**src/hdl/ball_pkg.sv**
```systemverilog
package ball_pkg;

  // screen coordinate and ball timer value, 0 to 511
  typedef logic [8:0] pos_t;

  // ball is 2**BALL_SIZE_LOG pixels on a side
  localparam int BALL_SIZE_LOG = 2;

  // grid dots every 2**GRID_SHIFT pixels on both axes
  localparam int GRID_SHIFT = 3;

  // timebase bus shared by every block
  typedef struct packed {
    logic hsync;
    logic vsync;
    logic display_on;
    // one cycle on the last pixel of a line
    logic line_end;
    // one cycle on the last pixel of the last line
    logic frame_end;
    pos_t hpos;
    pos_t vpos;
  } video_timing_t;

  // ball column and row windows for the current pixel
  typedef struct packed {
    logic hgfx;
    logic vgfx;
  } ball_gfx_t;

  // 3-bit pixel, b in the top bit
  typedef struct packed {
    logic b;
    logic g;
    logic r;
  } rgb_t;

  // sign of the per-frame step on one axis
  typedef enum logic {
    DIR_INC = 1'b0,
    DIR_DEC = 1'b1
  } dir_t;

endpackage

```
**src/hdl/video_timing.sv**
```systemverilog
`timescale 1ns/1ps

module video_timing
  import ball_pkg::*;
#(
  parameter int H_DISPLAY    = 256,
  parameter int H_TOTAL      = 309,
  parameter int H_SYNC_START = 280,
  parameter int H_SYNC_END   = 295,
  parameter int V_DISPLAY    = 240,
  parameter int V_TOTAL      = 262,
  parameter int V_SYNC_START = 251,
  parameter int V_SYNC_END   = 253
) (
  input  logic          ball_horiz_collide,
  input  logic          reset,
  output video_timing_t vt
);

  localparam pos_t H_LAST    = pos_t'(H_TOTAL - 1);
  localparam pos_t V_LAST    = pos_t'(V_TOTAL - 1);
  localparam pos_t H_DISP    = pos_t'(H_DISPLAY);
  localparam pos_t V_DISP    = pos_t'(V_DISPLAY);
  localparam pos_t H_SYNC_LO = pos_t'(H_SYNC_START);
  localparam pos_t H_SYNC_HI = pos_t'(H_SYNC_END);
  localparam pos_t V_SYNC_LO = pos_t'(V_SYNC_START);
  localparam pos_t V_SYNC_HI = pos_t'(V_SYNC_END);

  pos_t hpos;
  pos_t vpos;
  logic line_end;
  logic frame_end;

  // strobes come straight off the counters
  assign line_end  = (hpos == H_LAST);
  assign frame_end = line_end && (vpos == V_LAST);

  // pixel counter
  always_ff @(posedge ball_horiz_collide or posedge reset)
  begin
    if (reset)
    begin
      hpos <= '0;
    end
    else if (line_end)
    begin
      hpos <= '0;
    end
    else
    begin
      hpos <= hpos + 9'd1;
    end
  end

  // line counter, steps once per line
  always_ff @(posedge ball_horiz_collide or posedge reset)
  begin
    if (reset)
    begin
      vpos <= '0;
    end
    else if (frame_end)
    begin
      vpos <= '0;
    end
    else if (line_end)
    begin
      vpos <= vpos + 9'd1;
    end
  end

  // sync and display windows, same cycle as the counters
  always_comb
  begin
    vt.hsync      = (hpos >= H_SYNC_LO) && (hpos <= H_SYNC_HI);
    vt.vsync      = (vpos >= V_SYNC_LO) && (vpos <= V_SYNC_HI);
    vt.display_on = (hpos < H_DISP) && (vpos < V_DISP);
    vt.line_end   = line_end;
    vt.frame_end  = frame_end;
    vt.hpos       = hpos;
    vt.vpos       = vpos;
  end

endmodule

```
**src/hdl/ball_motion.sv**
```systemverilog
`timescale 1ns/1ps

module ball_motion
  import ball_pkg::*;
#(
  parameter int H_TOTAL    = 309,
  parameter int V_TOTAL    = 262,
  parameter int BALL_SPEED = 2
) (
  input  logic          ball_horiz_collide,
  input  logic          reset,
  input  video_timing_t vt,
  input  dir_t          h_dir,
  input  dir_t          v_dir,
  output ball_gfx_t     gfx
);

  // reload values give a timer period of exactly one line or one frame
  localparam pos_t H_STOP = pos_t'(513 - H_TOTAL);
  localparam pos_t V_STOP = pos_t'(513 - V_TOTAL);

  // starting phase puts the ball partway into the screen
  localparam pos_t H_RESET = pos_t'(513 - H_TOTAL - 128);
  localparam pos_t V_RESET = pos_t'(513 - V_TOTAL - 128);

  // ball window is the top few counts before the wrap
  localparam pos_t GFX_START = pos_t'(512 - (1 << BALL_SIZE_LOG));

  localparam pos_t SPEED = pos_t'(BALL_SPEED);

  pos_t h_timer;
  pos_t v_timer;
  pos_t h_move;
  pos_t v_move;
  logic h_wrap;
  logic v_wrap;

  assign h_wrap = (h_timer == '0);
  assign v_wrap = (v_timer == '0);

  // signed step as 9-bit two's complement
  always_comb
  begin
    if (h_dir == DIR_INC)
    begin
      h_move = SPEED;
    end
    else
    begin
      h_move = -SPEED;
    end

    if (v_dir == DIR_INC)
    begin
      v_move = SPEED;
    end
    else
    begin
      v_move = -SPEED;
    end
  end

  // horizontal timer slips only on the reload that falls in the v wrap line
  always_ff @(posedge ball_horiz_collide or posedge reset)
  begin
    if (reset)
    begin
      h_timer <= H_RESET;
    end
    else if (h_wrap)
    begin
      if (v_wrap)
      begin
        h_timer <= H_STOP + h_move;
      end
      else
      begin
        h_timer <= H_STOP;
      end
    end
    else
    begin
      h_timer <= h_timer + 9'd1;
    end
  end

  // vertical timer counts lines and slips on every reload
  always_ff @(posedge ball_horiz_collide or posedge reset)
  begin
    if (reset)
    begin
      v_timer <= V_RESET;
    end
    else if (vt.line_end)
    begin
      if (v_wrap)
      begin
        v_timer <= V_STOP + v_move;
      end
      else
      begin
        v_timer <= v_timer + 9'd1;
      end
    end
  end

  // windows line up with hpos and vpos of the same cycle
  always_comb
  begin
    gfx.hgfx = (h_timer >= GFX_START);
    gfx.vgfx = (v_timer >= GFX_START);
  end

endmodule

```
**src/hdl/bounce_control.sv**
```systemverilog
`timescale 1ns/1ps

module bounce_control
  import ball_pkg::*;
(
  input  logic          ball_horiz_collide,
  input  logic          reset,
  input  video_timing_t vt,
  input  ball_gfx_t     gfx,
  output dir_t          h_dir,
  output dir_t          v_dir
);

  pos_t h_last_vis;
  pos_t v_last_vis;
  pos_t v_last;
  logic limits_valid;
  logic h_collide;
  logic v_collide;
  logic h_collide_q;
  logic v_collide_q;

  // learn the screen edges from the timebase itself
  always_ff @(posedge ball_horiz_collide or posedge reset)
  begin
    if (reset)
    begin
      h_last_vis   <= '0;
      v_last_vis   <= '0;
      v_last       <= '0;
      limits_valid <= 1'b0;
    end
    else
    begin
      if (vt.display_on)
      begin
        h_last_vis <= vt.hpos;
        // keep the lowest visible line seen so far
        if (vt.vpos > v_last_vis)
        begin
          v_last_vis <= vt.vpos;
        end
      end
      if (vt.frame_end)
      begin
        v_last       <= vt.vpos;
        limits_valid <= 1'b1;
      end
    end
  end

  // below the bottom edge or right of the display on line total-7
  assign v_collide = limits_valid && gfx.vgfx && (vt.vpos > v_last_vis);
  assign h_collide = limits_valid && gfx.hgfx && (vt.hpos > h_last_vis) &&
                     (vt.vpos == v_last - 9'd6);

  // flip on the first cycle of each collision
  always_ff @(posedge ball_horiz_collide or posedge reset)
  begin
    if (reset)
    begin
      h_collide_q <= 1'b0;
      v_collide_q <= 1'b0;
      h_dir       <= DIR_DEC;
      v_dir       <= DIR_INC;
    end
    else
    begin
      h_collide_q <= h_collide;
      v_collide_q <= v_collide;
      if (h_collide && !h_collide_q)
      begin
        h_dir <= (h_dir == DIR_INC) ? DIR_DEC : DIR_INC;
      end
      if (v_collide && !v_collide_q)
      begin
        v_dir <= (v_dir == DIR_INC) ? DIR_DEC : DIR_INC;
      end
    end
  end

endmodule

```
**src/hdl/pixel_mixer.sv**
```systemverilog
`timescale 1ns/1ps

module pixel_mixer
  import ball_pkg::*;
(
  input  logic          ball_horiz_collide,
  input  logic          reset,
  input  video_timing_t vt,
  input  ball_gfx_t     gfx,
  output rgb_t          rgb
);

  logic grid;
  logic ball;
  rgb_t rgb_next;

  // one dot where both coordinates sit on the grid pitch
  assign grid = (vt.hpos[GRID_SHIFT-1:0] == '0) &&
                (vt.vpos[GRID_SHIFT-1:0] == '0);

  // ball square is the overlap of the two windows
  assign ball = gfx.hgfx && gfx.vgfx;

  always_comb
  begin
    rgb_next.r = vt.display_on && (gfx.hgfx || ball);
    rgb_next.g = vt.display_on && (grid || ball);
    rgb_next.b = vt.display_on && (gfx.vgfx || ball);
  end

  // output pixel lags the counters by one clock
  always_ff @(posedge ball_horiz_collide or posedge reset)
  begin
    if (reset)
    begin
      rgb <= '0;
    end
    else
    begin
      rgb <= rgb_next;
    end
  end

endmodule

```
**src/hdl/ball_display_top.sv**
```systemverilog
`timescale 1ns/1ps

module ball_display_top
  import ball_pkg::*;
#(
  parameter int H_DISPLAY    = 256,
  parameter int H_TOTAL      = 309,
  parameter int H_SYNC_START = 280,
  parameter int H_SYNC_END   = 295,
  parameter int V_DISPLAY    = 240,
  parameter int V_TOTAL      = 262,
  parameter int V_SYNC_START = 251,
  parameter int V_SYNC_END   = 253,
  parameter int BALL_SPEED   = 2
) (
  input  logic ball_horiz_collide,
  input  logic reset,
  output logic hsync,
  output logic vsync,
  output rgb_t rgb
);

  video_timing_t vt;
  ball_gfx_t     gfx;
  dir_t          h_dir;
  dir_t          v_dir;

  video_timing #(
    .H_DISPLAY   (H_DISPLAY),
    .H_TOTAL     (H_TOTAL),
    .H_SYNC_START(H_SYNC_START),
    .H_SYNC_END  (H_SYNC_END),
    .V_DISPLAY   (V_DISPLAY),
    .V_TOTAL     (V_TOTAL),
    .V_SYNC_START(V_SYNC_START),
    .V_SYNC_END  (V_SYNC_END)
  ) timing_i (
    .ball_horiz_collide(ball_horiz_collide),
    .reset             (reset),
    .vt                (vt)
  );

  ball_motion #(
    .H_TOTAL   (H_TOTAL),
    .V_TOTAL   (V_TOTAL),
    .BALL_SPEED(BALL_SPEED)
  ) motion_i (
    .ball_horiz_collide(ball_horiz_collide),
    .reset             (reset),
    .vt                (vt),
    .h_dir             (h_dir),
    .v_dir             (v_dir),
    .gfx               (gfx)
  );

  bounce_control bounce_i (
    .ball_horiz_collide(ball_horiz_collide),
    .reset             (reset),
    .vt                (vt),
    .gfx               (gfx),
    .h_dir             (h_dir),
    .v_dir             (v_dir)
  );

  pixel_mixer mixer_i (
    .ball_horiz_collide(ball_horiz_collide),
    .reset             (reset),
    .vt                (vt),
    .gfx               (gfx),
    .rgb               (rgb)
  );

  // syncs are not delayed to match rgb
  assign hsync = vt.hsync;
  assign vsync = vt.vsync;

endmodule

```
**config.mk**
```make
export PLATFORM = sky130hd
export DESIGN_NAME = ball_display_top
export DESIGN_NICKNAME = d
export VERILOG_FILES = /design/src/hdl/ball_pkg.sv /design/src/hdl/video_timing.sv /design/src/hdl/ball_motion.sv /design/src/hdl/bounce_control.sv /design/src/hdl/pixel_mixer.sv /design/src/hdl/ball_display_top.sv
export SDC_FILE = /design/constraint.sdc
export NUM_CORES = 1
export LEC_CHECK = 0
export ABC_CLOCK_PERIOD_IN_PS = 2200
export CAP_MARGIN = 10
export CORE_MARGIN = 4
export CORE_UTILIZATION = 35
export DETAILED_ROUTE_END_ITERATION = 8
export DONT_BUFFER_PORTS = 1
export GPL_ROUTABILITY_DRIVEN = 0
export HOLD_SLACK_MARGIN = 0.12
export PLACE_DENSITY = 0.6
export SYNTH_ARGS = -nofsm -noshare
export SYNTH_HDL_FRONTEND = slang
export SYNTH_SLANG_ARGS = --single-unit
```
**constraint.sdc**
```tcl
create_clock -name ball_horiz_collide -period 2.2 [get_ports ball_horiz_collide]
set_input_delay 0.11 -clock ball_horiz_collide [delete_from_list [all_inputs] [get_ports ball_horiz_collide]]
set_output_delay 0.11 -clock ball_horiz_collide [all_outputs]
set_load 0.02 [all_outputs]
```
==> results.tsv <==
stage	metric	value	unit
finish	fraction of layout cells with a size suffix above 1	0.1473	
sta	Final min period	2070	ps
power	power per cell area	548.7	nW/um^2
floorplan	Die W	113.9	microns
synthesis	post-synth cell types	58	
floorplan	Die Ht	113.9	microns
power	Lkg Pwr	0.002019	uW
finish	final net count	439	
clock_tree	clock buffer depth	2	
setup_path	slowest cell on the critical path	dfrtp_1	
finish	synth-to-layout area growth	12.50	%
clock_tree	Num CTS Buffers	9	
synthesis	sequential area share after synthesis	0.4560	
sta	clk_skew	10.65	ps
setup_path	crit-path leading delay family	simple AND/OR/NAND/NOR gates	
setup_path	critical path class	reg -> reg	
synthesis	Synth Instances	394	
placement	detailed placement HPWL	5.759	mm
routing	Post-Route WL	7.890	mm
run_status	status	finished clean	
routing	DR vias	2772	
sta	Final setup viols	0	
clock_tree	CTS sink cnt	71	
setup_path	crit-path cells	inv_1 > ha_1 > nor4b_1 > nand4_1 > nor2_4 > mux2_1	
sta	worst rel slew slack	0.6910	
synthesis	Net Count, Synth	424	
floorplan	I/O pin total	7	
sta	Final Cycle Share	0.9411	
setup_path	startpoint type of the worst setup path	flop	
setup_path	Buf/Inv on CP	1	
grt	first-pass GRT wire length	13.54	mm
routing	Detail Route Antenna Nets	0	
routing	wire per inst	14.24	microns
floorplan	Total Die Area	12970	sq um
routing	DRC errors left	0	
floorplan	core area	10890	sq um
synthesis	Yosys reg bits	71	
synthesis	ys async rst share	1.000	
finish	Inserted Diodes	0	
grt	GRT Overall Usage	0.1317	
setup_path	crit path DAT	2300	ps
clock_tree	H-Tree Depth	3	
grt	vias in the first global route	2765	
power	peak supply drop	0.2983	mV
routing	DRT Pass-1 Iters	5	
routing	vias per cell	5.004	
synthesis	Post-synth EDFFs	0	
placement	buffers added on ports	0	
sta	setup TNS	0	ps
grt	pin count of the biggest net entering global routing	72	
floorplan	num rows	38	
sta	f_max	0.4830	GHz
min_path	worst min path class	in -> async	
floorplan	Starting Density	0.3604	
sta	final hold viol count	0	
setup_path	CP peak stage delay	450	ps
clock_tree	Worst-path clk slew	80	ps
clock_tree	CTS tree	done	
synthesis	synth warn	0	
finish	commonest non-fill, non-tap cell in the layout	dfrtp_1	
clock_tree	post-CTS setup buffers	0	
finish	most frequent cells in the layout	61 x dfrtp_1, 34 x nor2_1, 34 x nand2_1	
setup_path	Worst EP required	2430	ps
routing	1st-iter DRT viols	147	
grt	initial antenna violation count	0	
clock_tree	clk_lat worst skew	350	ps
sta	RSZ-0062 raised after global routing	false	
setup_path	CP endpoint kind	flop	
sta	fin. max-slew vios	0	
job	Max Cap Viol	0	
synthesis	mean post-synth cell area	9.959	sq um
clock_tree	root buf cell	clkbuf_8	
synthesis	Synth Flop Type	dfrtp_1	
finish	final instance area	4414	sq um
grt	GRT overflow	0	
sta	Slew @ Worst Pin	459.2	ps
synthesis	Mapped Area	3924	sq um
setup_path	CP Max Fanout	5	
placement	Post-DP Area	4187	sq um
[synthesized netlist by cell type, drive strengths merged, types with 4 or more instances]
master  instances  area share
nor4            4       0.010
nor3            9       0.013
xnor2          17       0.040
nor2           35       0.035
nor2b           6       0.010
clkbuf         13       0.012
inv            27       0.026
o21ai          27       0.035
nand2          34       0.033
dfstp          10       0.067
a21oi          10       0.013
ha             28       0.089
mux2           10       0.029
buf             4      0.0067
xor2           16       0.036
nand3          15       0.019
dfrtp          61        0.39
and2            4      0.0064
nand4          12       0.019
[layout make-up]
type	instances	area, sq um
fillers	1055	6474
repair buffers	21	172.7
flip-flops and latches	71	1789
multi-input cells	278	1967
clock buffers	10	137.6
clock inverters	6	67.56
inverters	28	105.1
well taps	140	175.2
[final timing paths]
kind,depth (start not counted),slack [ps],end,start
min in group ball_horiz_collide,1,480,bounce_i.v_dir$_DFFE_PP0P_,bounce_i.v_dir$_DFFE_PP0P_
worst min-delay path,3,270,bounce_i.v_last[7]$_DFFE_PP0P_,reset
worst max-delay path,6,130,bounce_i.v_last[1]$_DFFE_PP0P_,timing_i.vpos[1]$_DFFE_PP0P_
max in group asynchronous,3,1550,bounce_i.h_dir$_DFFE_PP1P_,reset
worst min register to register,1,480,bounce_i.v_dir$_DFFE_PP0P_,bounce_i.v_dir$_DFFE_PP0P_
worst max register to register,6,130,bounce_i.v_last[1]$_DFFE_PP0P_,timing_i.vpos[1]$_DFFE_PP0P_
[where the power goes]
part / switching, uW / internal (uW)
Sequential: 0 / 1300
Clock: 529 / 558
Combinational: 25.0 / 5.13
[registers in the layout (all words and copies together), names as in the netlist, 3 cells and up]
signal and count:
motion_i.v_timer 9, motion_i.h_timer 9, bounce_i.v_last_vis 9, bounce_i.v_last 9, bounce_i.h_last_vis 9, mixer_i.rgb 3
timing_i.vpos 9, timing_i.hpos 9
[logic make-up after synthesis]
kind of cell / count (synthesis) / share of synthesized area
buffers and inverters: 45 / 0.04592
multiplexers: 10 / 0.02870
XOR/XNOR: 33 / 0.07557
AND/OR/NAND/NOR: 146 / 0.2034
adder cells (fa/ha/maj): 28 / 0.08929
AO/OA/AOI/OAI: 61 / 0.1011
flip-flops: 71 / 0.4560
[routing by layer]
layer	global-route usage	wire length, microns
met5	0	0
met4	0.03880	108
met3	0.03714	220
met2	0.2112	3787
met1	0.1742	3774
[timing repair]
item	4_1_cts	5_1_grt
hold endpoints to repair	71	0
gates resized for setup	0	1
hold buffers	1	0
setup endpoints to repair	0	4
[worst min-delay path, stage by stage]
cell	delay (ps)
dlygate4sd3_1	550
inv_2	70
buf_12	280
[through the flow]
| step | setup WS, ps | total power, uW | util | hold WS, ps | std cells |
|---|---|---|---|---|---|
| final | 129.5 | 2422 | 0.4054 | 269.6 | 554 |
| after global routing | 15.19 | 2511 | 0.4054 | 340.1 | 554 |
| after CTS | 110.2 | 2461 | 0.4043 | 308.6 | 554 |
| after detailed placement | 133.0 | 1362 | 0.3845 | 113.6 | 537 |
| after global placement | 173.8 | 1361 | 0.3845 | 110.0 | 537 |
| after floorplan | 207.9 | 1349 | - | 446.4 | 394 |
(Power assumes the default switching activity.)
